$ cat src/trap_params.svh
// Trap subsystem build parameters: interrupt count, trap vector base and CSR reset values
`ifndef TRAP_PARAMS_SVH
`define TRAP_PARAMS_SVH

////////////////////////////////////////////////////////////////////////////
// Interrupts and trap vector
////////////////////////////////////////////////////////////////////////////

// Number of interrupt request lines, one per mie bit
`define TRAP_IRQ_NUM 16

// Trap vector base, exceptions land here and interrupts at base plus 4 * cause
`define TRAP_MTVEC 32'h0000_1000

////////////////////////////////////////////////////////////////////////////
// Reset values
////////////////////////////////////////////////////////////////////////////

// Global interrupt enable comes up off
`define TRAP_MSTATUS_RST 1'b0
// All individual interrupt enables come up off
`define TRAP_MIE_RST {`TRAP_IRQ_NUM{1'b0}}

`endif

$ cat src/trap_pkg.sv
// Shared types of the trap subsystem: words, cause codes, CSR addresses and pipeline records
`include "trap_params.svh"

package trap_pkg;

  ////////////////////////////////////////////////////////////////////////////
  // Plain vector types
  ////////////////////////////////////////////////////////////////////////////

  // Machine word, used for PCs and CSR contents
  typedef logic [31:0] word_t;

  // One bit per interrupt line, same layout as mie and irq_i
  typedef logic [`TRAP_IRQ_NUM-1:0] irq_vec_t;

  ////////////////////////////////////////////////////////////////////////////
  // Encodings
  ////////////////////////////////////////////////////////////////////////////

  // Synchronous exception causes written to mcause[4:0] with bit 31 clear
  typedef enum logic [4:0] {
    INSTR_FAULT     = 5'd1,
    ILLEGAL_INSN    = 5'd2,
    BREAKPOINT      = 5'd3,
    ECALL_MMODE     = 5'd11,
    INSTR_BUS_FAULT = 5'd24
  } exc_code_e;

  // Writable CSRs, everything else is not modelled
  typedef enum logic [11:0] {
    CSR_MSTATUS = 12'h300,
    CSR_MIE     = 12'h304
  } csr_addr_e;

  ////////////////////////////////////////////////////////////////////////////
  // Records
  ////////////////////////////////////////////////////////////////////////////

  // One retiring instruction with its exception flags
  typedef struct packed {
    word_t pc;
    logic  mpu_err;
    logic  bus_err;
    logic  illegal;
    logic  ecall;
    logic  ebrk;
  } ex_wb_t;

  // A software CSR write
  typedef struct packed {
    csr_addr_e addr;
    word_t     wdata;
  } csr_wr_t;

  // A trap decision, pc is the value saved to mepc
  typedef struct packed {
    logic       irq;
    logic [4:0] code;
    word_t      pc;
    word_t      target;
  } trap_t;

endpackage

$ cat src/trap_csr.sv
// Trap CSR file: holds mepc, mcause, mstatus and mie and registers the trap strobe
`timescale 1ns/100ps
`include "trap_params.svh"

module trap_csr import trap_pkg::*; (
  input  logic     clk,
  input  logic     rst_ni,
  input  logic     take_i,
  input  trap_t    trap_i,
  input  logic     mret_i,
  input  logic     csr_we_i,
  input  csr_wr_t  csr_wr_i,
  output logic     trap_valid_o,
  output trap_t    trap_o,
  output word_t    mepc_o,
  output word_t    mcause_o,
  output logic     mstatus_mie_o,
  output logic     mstatus_mpie_o,
  output irq_vec_t mie_o
);

  logic wr_mstatus;
  logic wr_mie;

  // Decoded write targets of the captured CSR write
  assign wr_mstatus = csr_we_i && (csr_wr_i.addr == CSR_MSTATUS);
  assign wr_mie     = csr_we_i && (csr_wr_i.addr == CSR_MIE);

  ////////////////////////////////////////////////////////////////////////////
  // Trap strobe and saved cause
  ////////////////////////////////////////////////////////////////////////////

  always_ff @(posedge clk or negedge rst_ni) begin
    if (!rst_ni) begin
      trap_valid_o <= 1'b0;
      mepc_o       <= '0;
      mcause_o     <= '0;
    end else begin
      trap_valid_o <= take_i;
      if (take_i) begin
        mepc_o   <= trap_i.pc;
        // Interrupt flag in bit 31, code in the low five bits
        mcause_o <= {trap_i.irq, {26{1'b0}}, trap_i.code};
      end
    end
  end

  // The decision itself travels with the strobe
  always_ff @(posedge clk) begin
    if (take_i) begin
      trap_o <= trap_i;
    end
  end

  ////////////////////////////////////////////////////////////////////////////
  // mstatus and mie
  ////////////////////////////////////////////////////////////////////////////

  always_ff @(posedge clk or negedge rst_ni) begin
    if (!rst_ni) begin
      mstatus_mie_o  <= `TRAP_MSTATUS_RST;
      mstatus_mpie_o <= 1'b0;
      mie_o          <= `TRAP_MIE_RST;
    end else begin
      // Trap entry beats MRET and software writes to mstatus in the same slot
      if (take_i) begin
        mstatus_mpie_o <= mstatus_mie_o;
        mstatus_mie_o  <= 1'b0;
      end else if (mret_i) begin
        mstatus_mie_o  <= mstatus_mpie_o;
        mstatus_mpie_o <= 1'b1;
      end else if (wr_mstatus) begin
        mstatus_mie_o  <= csr_wr_i.wdata[3];
        mstatus_mpie_o <= csr_wr_i.wdata[7];
      end
      // mie is not touched by trap entry, so its write always lands
      if (wr_mie) begin
        mie_o <= csr_wr_i.wdata[`TRAP_IRQ_NUM-1:0];
      end
    end
  end

  // While the trap strobe is out, interrupts are masked and the previous
  // enable sits in mpie
  a_trap_masks_irq : assert property (
    @(posedge clk) disable iff (!rst_ni)
    trap_valid_o |-> !mstatus_mie_o && (mstatus_mpie_o == $past(mstatus_mie_o))
  );

endmodule

$ cat src/trap_prioritizer.sv
// Trap decision logic: picks an enabled interrupt or the highest priority exception of a slot
`timescale 1ns/100ps
`include "trap_params.svh"

module trap_prioritizer import trap_pkg::*; (
  input  logic     slot_valid_i,
  input  ex_wb_t   slot_i,
  input  irq_vec_t irq_i,
  input  irq_vec_t mie_i,
  input  logic     mstatus_mie_i,
  output logic     take_o,
  output trap_t    trap_o
);

  localparam int unsigned IdxW = $clog2(`TRAP_IRQ_NUM);

  irq_vec_t          irq_pend;
  logic              irq_take;
  logic [IdxW-1:0]   irq_idx;
  logic              exc_any;
  exc_code_e         exc_code;

  ////////////////////////////////////////////////////////////////////////////
  // Interrupts
  ////////////////////////////////////////////////////////////////////////////

  // Only lines that are both pending and individually enabled count
  assign irq_pend = irq_i & mie_i;
  assign irq_take = slot_valid_i && mstatus_mie_i && (|irq_pend);

  // Lowest set index wins, scan from the top so the last hit is the lowest
  always_comb begin
    irq_idx = '0;
    for (int i = `TRAP_IRQ_NUM - 1; i >= 0; i--) begin
      if (irq_pend[i]) begin
        irq_idx = i[IdxW-1:0];
      end
    end
  end

  ////////////////////////////////////////////////////////////////////////////
  // Exceptions
  ////////////////////////////////////////////////////////////////////////////

  assign exc_any = slot_i.mpu_err | slot_i.bus_err | slot_i.illegal |
                   slot_i.ecall | slot_i.ebrk;

  // Fixed priority, fetch side faults first, then decode, then environment calls
  always_comb begin
    if (slot_i.mpu_err) begin
      exc_code = INSTR_FAULT;
    end else if (slot_i.bus_err) begin
      exc_code = INSTR_BUS_FAULT;
    end else if (slot_i.illegal) begin
      exc_code = ILLEGAL_INSN;
    end else if (slot_i.ecall) begin
      exc_code = ECALL_MMODE;
    end else begin
      // Also the idle value, take_o stays low when no flag is set
      exc_code = BREAKPOINT;
    end
  end

  ////////////////////////////////////////////////////////////////////////////
  // Decision
  ////////////////////////////////////////////////////////////////////////////

  // An interrupt overrides any exception in the same slot
  assign take_o = irq_take || (slot_valid_i && exc_any);

  always_comb begin
    trap_o.irq  = irq_take;
    trap_o.code = irq_take ? 5'(irq_idx) : exc_code;
    trap_o.pc   = slot_i.pc;
    // Interrupts are vectored, exceptions all enter at the base
    trap_o.target = irq_take ? (`TRAP_MTVEC + (word_t'(irq_idx) << 2)) : `TRAP_MTVEC;
  end

  // A taken interrupt names a pending enabled line with none pending below it
  always_comb begin
    a_irq_lowest : assert (!irq_take || (irq_pend[irq_idx] &&
      ((irq_pend & ((irq_vec_t'(1) << irq_idx) - irq_vec_t'(1))) == '0)));
  end

endmodule

$ cat src/trap_sva.sv
// Trap checker: matches the first exception of each kind to its saved mepc and checks interrupt enables
`timescale 1ns/100ps
`include "trap_params.svh"

module trap_sva import trap_pkg::*; (
  input logic     clk,
  input logic     rst_ni,
  input logic     slot_valid_i,
  input ex_wb_t   slot_i,
  input logic     take_i,
  input trap_t    trap_i,
  input irq_vec_t mie_i,
  input logic     mstatus_mie_i,
  input word_t    mepc_i,
  input word_t    mcause_i
);

  localparam int unsigned KindNum = 5;
  localparam int unsigned IdxW    = $clog2(`TRAP_IRQ_NUM);

  logic [KindNum-1:0] slot_kind;
  logic [KindNum-1:0] exp_hit;
  logic [KindNum-1:0] act_hit;
  logic [KindNum-1:0] exp_found;
  logic [KindNum-1:0] act_found;
  logic               exc_saved;
  word_t              exp_pc [KindNum];
  word_t              act_pc [KindNum];

  // Kind index in priority order, 0 is MPU fault and 4 is EBREAK
  function automatic exc_code_e kind_code(int unsigned k);
    case (k)
      0:       return INSTR_FAULT;
      1:       return INSTR_BUS_FAULT;
      2:       return ILLEGAL_INSN;
      3:       return ECALL_MMODE;
      default: return BREAKPOINT;
    endcase
  endfunction

  // Highest priority flag of the slot, ignored when an interrupt took the slot
  always_comb begin
    slot_kind = '0;
    if (slot_valid_i && !(take_i && trap_i.irq)) begin
      if (slot_i.mpu_err)      slot_kind[0] = 1'b1;
      else if (slot_i.bus_err) slot_kind[1] = 1'b1;
      else if (slot_i.illegal) slot_kind[2] = 1'b1;
      else if (slot_i.ecall)   slot_kind[3] = 1'b1;
      else if (slot_i.ebrk)    slot_kind[4] = 1'b1;
    end
  end

  // mepc and mcause show an exception entry one cycle after the decision
  always_comb begin
    for (int k = 0; k < KindNum; k++) begin
      exp_hit[k] = !exp_found[k] && slot_kind[k];
      act_hit[k] = !act_found[k] && exc_saved &&
                   (mcause_i == {1'b0, {26{1'b0}}, kind_code(k)});
    end
  end

  always_ff @(posedge clk or negedge rst_ni) begin
    if (!rst_ni) begin
      exp_found <= '0;
      act_found <= '0;
      exc_saved <= 1'b0;
    end else begin
      exp_found <= exp_found | exp_hit;
      act_found <= act_found | act_hit;
      exc_saved <= take_i && !trap_i.irq;
    end
  end

  // First PC seen and first mepc saved, per kind
  always_ff @(posedge clk) begin
    for (int k = 0; k < KindNum; k++) begin
      if (exp_hit[k]) exp_pc[k] <= slot_i.pc;
      if (act_hit[k]) act_pc[k] <= mepc_i;
    end
  end

  ////////////////////////////////////////////////////////////////////////////
  // Checks
  ////////////////////////////////////////////////////////////////////////////

  for (genvar k = 0; k < KindNum; k++) begin : g_mepc
    a_first_mepc : assert property (
      @(posedge clk) disable iff (!rst_ni)
      (exp_found[k] && act_found[k]) |-> (exp_pc[k] == act_pc[k])
    );
  end

  // A taken interrupt was enabled both per line and globally
  a_irq_enabled : assert property (
    @(posedge clk) disable iff (!rst_ni)
    (take_i && trap_i.irq) |-> (mie_i[trap_i.code[IdxW-1:0]] && mstatus_mie_i)
  );

  // After an interrupt mcause names it and further interrupts are masked
  a_irq_cause : assert property (
    @(posedge clk) disable iff (!rst_ni)
    (take_i && trap_i.irq) |=>
      (mcause_i == {1'b1, {26{1'b0}}, $past(trap_i.code)}) && !mstatus_mie_i
  );

endmodule

$ cat src/trap_top.sv
// Trap subsystem top: capture stage, prioritizer, CSR file and checker
`timescale 1ns/100ps

module trap_top import trap_pkg::*; (
  input  logic     clk,
  input  logic     rst_ni,
  input  logic     retire_i,
  input  ex_wb_t   instr_i,
  input  irq_vec_t irq_i,
  input  logic     mret_i,
  input  logic     csr_we_i,
  input  csr_wr_t  csr_wr_i,
  output logic     trap_valid_o,
  output trap_t    trap_o,
  output word_t    mepc_o,
  output word_t    mcause_o,
  output logic     mstatus_mie_o,
  output logic     mstatus_mpie_o,
  output irq_vec_t mie_o
);

  // Captured slot
  logic     slot_valid;
  ex_wb_t   slot;
  irq_vec_t slot_irq;
  logic     slot_mret;
  logic     slot_csr_we;
  csr_wr_t  slot_csr_wr;

  // Decision
  logic     take;
  trap_t    trap;

  wb_capture u_capture (
    .clk          (clk),
    .rst_ni       (rst_ni),
    .retire_i     (retire_i),
    .instr_i      (instr_i),
    .irq_i        (irq_i),
    .mret_i       (mret_i),
    .csr_we_i     (csr_we_i),
    .csr_wr_i     (csr_wr_i),
    .slot_valid_o (slot_valid),
    .slot_o       (slot),
    .irq_o        (slot_irq),
    .mret_o       (slot_mret),
    .csr_we_o     (slot_csr_we),
    .csr_wr_o     (slot_csr_wr)
  );

  trap_prioritizer u_prio (
    .slot_valid_i  (slot_valid),
    .slot_i        (slot),
    .irq_i         (slot_irq),
    .mie_i         (mie_o),
    .mstatus_mie_i (mstatus_mie_o),
    .take_o        (take),
    .trap_o        (trap)
  );

  trap_csr u_csr (
    .clk            (clk),
    .rst_ni         (rst_ni),
    .take_i         (take),
    .trap_i         (trap),
    .mret_i         (slot_mret),
    .csr_we_i       (slot_csr_we),
    .csr_wr_i       (slot_csr_wr),
    .trap_valid_o   (trap_valid_o),
    .trap_o         (trap_o),
    .mepc_o         (mepc_o),
    .mcause_o       (mcause_o),
    .mstatus_mie_o  (mstatus_mie_o),
    .mstatus_mpie_o (mstatus_mpie_o),
    .mie_o          (mie_o)
  );

  trap_sva u_sva (
    .clk           (clk),
    .rst_ni        (rst_ni),
    .slot_valid_i  (slot_valid),
    .slot_i        (slot),
    .take_i        (take),
    .trap_i        (trap),
    .mie_i         (mie_o),
    .mstatus_mie_i (mstatus_mie_o),
    .mepc_i        (mepc_o),
    .mcause_i      (mcause_o)
  );

endmodule

$ cat src/wb_capture.sv
// Writeback capture stage: registers the retiring instruction, interrupt lines, MRET and CSR writes
`timescale 1ns/100ps

module wb_capture import trap_pkg::*; (
  input  logic     clk,
  input  logic     rst_ni,
  input  logic     retire_i,
  input  ex_wb_t   instr_i,
  input  irq_vec_t irq_i,
  input  logic     mret_i,
  input  logic     csr_we_i,
  input  csr_wr_t  csr_wr_i,
  output logic     slot_valid_o,
  output ex_wb_t   slot_o,
  output irq_vec_t irq_o,
  output logic     mret_o,
  output logic     csr_we_o,
  output csr_wr_t  csr_wr_o
);

  // Strobes of the captured slot
  always_ff @(posedge clk or negedge rst_ni) begin
    if (!rst_ni) begin
      slot_valid_o <= 1'b0;
      mret_o       <= 1'b0;
      csr_we_o     <= 1'b0;
    end else begin
      slot_valid_o <= retire_i;
      mret_o       <= mret_i;
      csr_we_o     <= csr_we_i;
    end
  end

  // Payload, held between strobes so the slot stays coherent
  always_ff @(posedge clk) begin
    if (retire_i) begin
      slot_o <= instr_i;
    end
    if (csr_we_i) begin
      csr_wr_o <= csr_wr_i;
    end
    // Interrupt lines are levels and are sampled every cycle
    irq_o <= irq_i;
  end

  // The fetch unit reports either an MPU fault or a bus error on one fetch, never both
  a_single_fetch_err : assert property (
    @(posedge clk) disable iff (!rst_ni)
    retire_i |-> !(instr_i.mpu_err && instr_i.bus_err)
  );

endmodule
$ cat config.mk
export PLATFORM = sky130hd
export DESIGN_NAME = trap_top
export DESIGN_NICKNAME = d
export VERILOG_FILES = /design/src/trap_pkg.sv /design/src/trap_csr.sv /design/src/trap_prioritizer.sv /design/src/trap_sva.sv /design/src/trap_top.sv /design/src/wb_capture.sv
export VERILOG_INCLUDE_DIRS = /design/src
export SDC_FILE = /design/constraint.sdc
export NUM_CORES = 1
export LEC_CHECK = 0
export ABC_AREA = 1
export ABC_CLOCK_PERIOD_IN_PS = 6400
export BUFFER_PORTS_ARGS = -buffer_cell sky130_fd_sc_hd__buf_4
export CAP_MARGIN = 20
export CORE_ASPECT_RATIO = 0.8
export CORE_UTILIZATION = 35
export CTS_BUF_LIST = sky130_fd_sc_hd__clkbuf_2 sky130_fd_sc_hd__clkbuf_4 sky130_fd_sc_hd__clkbuf_8
export DETAILED_ROUTE_END_ITERATION = 8
export GPL_ROUTABILITY_DRIVEN = 0
export GPL_TIMING_DRIVEN = 0
export PLACE_DENSITY = 0.69
export SETUP_SLACK_MARGIN = 0.2
export SYNTH_ARGS = -nofsm -noshare
export SYNTH_HDL_FRONTEND = slang
export SYNTH_SLANG_ARGS = --single-unit
$ cat constraint.sdc
create_clock -name clk -period 6.4 [get_ports clk]
set_clock_uncertainty 0.15 [all_clocks]
set_input_delay 1.28 -clock clk [delete_from_list [all_inputs] [get_ports clk]]
set_output_delay 1.28 -clock clk [all_outputs]
set_load 0.02 [all_outputs]
==> metrics.md <==
| Metric | Value |
|---|---|
| H-tree Lvls | `4` |
| Sequential area share after synthesis | `76.0%` |
| Unrepaired setup endpoints after global routing | `false` |
| Initial antenna violation count | `0` |
| DRT iter0 DRCs | `172` |
| CTS clk-pin slew, worst paths | `0.10 ns` |
| Worst Reg-to-Reg Cells | `10` |
| Hold-fix buffers, CTS | `0` |
| Buf/Inv on CP | `1` |
| Syn avg cell area | `13.9 µm²` |
| Tot GR Track Use | `14.7%` |
| CTS Buf Count | `17` |
| Die Wd | `156 µm` |
| Cells after synthesis | `478` |
| First-pass GRT wire length | `21200 µm` |
| Cells after DPL | `968` |
| Post-layout min period | `2.49 ns` |
| Residual DRC | `0` |
| Vias in the first global route | `3879` |
| Clock Path Buffers | `2` |
| Pwr dens | `282 nW/µm²` |
| Tightest Pin Transition | `0.859 ns` |
| Fin. Hold Viols | `0` |
| Largest net degree at the start of global routing | `61` |
| Layout cell share with drive strength beyond 1 | `41.0%` |
| Max cap viols | `0` |
| Max stage delay on crit path | `0.44 ns` |
| Fillers | `1622` |
| WL per Instance | `13.8 µm` |
| Setup total negative slack | `0 ns` |
| Final setup fails | `0` |
| Row cnt | `44` |
| Initial Utilization | `36.1%` |
| TritonCTS clock tree | `done` |
| Total number of vias | `4027` |
| Worst reg2reg path startpoint | `u_csr.mie_o[2]` |
| Die ar. | `19500 µm²` |
| Final antenna-violating net count | `0` |
| Hold_ws | `0.306 ns` |
| Register-to-register setup slack | `4.05 ns` |
| Top delay family on crit path | `flip-flops` |
| FF-to-FF End | `u_csr.trap_o[64]` |
| CP max stage cell | `dfrtp_1` |
| Slew HR | `42.7%` |
| HPWL Detailed | `9950 µm` |
| Post CTS Setup Buffer Count | `0` |
| Clock Sinks | `183` |
| CP Max Fanout | `4` |
| Worst-Skew Late Latency | `0.45 ns` |
| WHS Endpoint | `u_csr.trap_o[53]` |
| Worst Hold Class | `reg -> reg` |
| # IOs | `255` |
| Final net count | `836` |
| Multi-input gate area | `1270 µm²` |
| Worst setup EP type | `primary output` |
| Die Y | `125 µm` |
| CTS root buffer | `clkbuf_8` |
| FF+latch count, synth | `183` |
| Core area | `18300 µm²` |
| Max-slew violations | `0` |
| Leakage power | `4.33 nW` |
| Diode count | `0` |
| Layout Utilization | `48.9%` |
| Hold Startpoint | `u_capture.slot_o[26]` |
| Vias per cell | `4.03` |
| Final wirelength | `13800 µm` |
| CP arrival | `1.06 ns` |
| Status | `finished clean` |
| Commonest non-fill, non-tap cell in the layout | `buf_4` |
| Post-synth top area share | `48.5%` |
| Syn. warnings | `0` |
| Mapped cell area | `6620 µm²` |
| Peak VDD IR | `178 µV` |
| FMAX | `402 MHz` |
| Fin crit share | `38.9%` |
| Gr ovfl total | `0` |
| Pwr Total | `0.00253 W` |
| Synth cell types | `31` |
| Most frequent cells in the layout | `buf_4 (242), nand2_1 (157), edfxtp_1 (107)` |
| WHS Path Cells | `0` |
| Post-CTS resize count | `0` |
| CP Class | `reg -> out` |
| Non-filler cells, final | `1000` |
| Synth area leader | `edfxtp_1` |
| Storage cell area | `5030 µm²` |
| Area delta synth->final | `35.3%` |
| Drt first pass iters | `6` |
| CP cell instances | `buf_4` |
| CP Launch Type | `register` |
| WP data required | `4.97 ns` |
| Crit. Startpoint | `u_csr.mstatus_mie_o` |
| Port-buffer cells | `184` |
| Ranking of synthesized cells by area | `edfxtp_1 (49%), dfrtp_1 (23%), nand2_1 (8.9%), buf_4 (6.6%), dfxtp_1 (4.8%)` |
-- state kept, by name (all words and copies together), names as in the netlist --
signal and flops:
u_capture.slot_valid_o 1, u_csr.mepc_o 32, u_capture.csr_we_o 1, u_csr.mcause_o 6, u_csr.trap_valid_o 1, u_csr.mstatus_mpie_o 1
u_capture.mret_o 1, u_capture.irq_o 16, u_csr.mstatus_mie_o 1, u_capture.slot_o 37, u_csr.mie_o 16, u_capture.csr_wr_o 28
u_csr.trap_o 42
-- where the power goes --
group | total (W) | switching [W] | internal, W
clock network | 0.000801 | 0.000467 | 0.000335
registers | 0.00139 | 0.0000424 | 0.00135
logic | 0.000333 | 0.000190 | 0.000143
-- Yosys cell counts --
cell,number
edfxtp_1,107
o21ai_0,6
buf_4,58
nand4_1,1
or2_4,1
o21bai_1,1
dfrtp_1,60
a21oi_1,2
o31ai_1,1
dfxtp_1,16
nand2_1,157
nand3b_1,1
nor2_2,1
nor2_1,16
conb_1,2
a31oi_1,4
inv_1,9
nor4b_4,1
mux2_2,7
buf_2,3
nand2_2,2
nor3_1,3
nand3_2,2
nand3_4,1
buf_6,1
inv_2,2
nand3_1,1
nor4_1,1
o31ai_2,1
mux2_4,8
clkbuf_1,2
-- routing by layer --
metal | track usage (%) | share of wire, %
met1 | 18.6 | 43
met2 | 23.1 | 46
met3 | 5.96 | 9.4
met4 | 4.50 | 1.0
met5 | 0 | 0
-- worst max path at each step --
stage                       endpoint  cells past startpoint
CTS                    mstatus_mie_o                      1
floorplan            u_csr.trap_o[2]                      9
finish                 mstatus_mie_o                      1
global placement    u_csr.trap_o[62]                      9
global route           mstatus_mie_o                      1
detailed placement  u_csr.trap_o[61]                     10
-- layout make-up --
cell class                      instances  area share (%)
Clock buffer                           17            2.61
Clock inverter                         15            2.09
Tap cell                              253            3.53
Buffer                                 64            5.25
Sequential cell                       183            56.2
Inverter                               11           0.461
Timing Repair Buffer                  185            15.6
Multi-Input combinational cell        272            14.2
-- kinds of logic (layout without fill, tap and decap cells) --
logic type / Yosys count / count (layout) / synth area share (%)
other cells: 2 / 54 / 0.113
compound gates: 15 / 15 / 1.40
mux: 15 / 15 / 3.00
buf+inv: 75 / 292 / 7.71
simple gates: 188 / 188 / 11.8
flops: 183 / 183 / 76.0
-- metrics by stage --
stage | area, µm² | setup slack (ns)
2_1_floorplan | 6820 | 3.45
3_3_place_gp | 8520 | 2.65
3_5_place_dp | 8540 | 4.07
4_1_cts | 8960 | 3.87
5_1_grt | 8960 | 3.85
6_report | 8960 | 3.91
(Power assumes the default switching activity.)
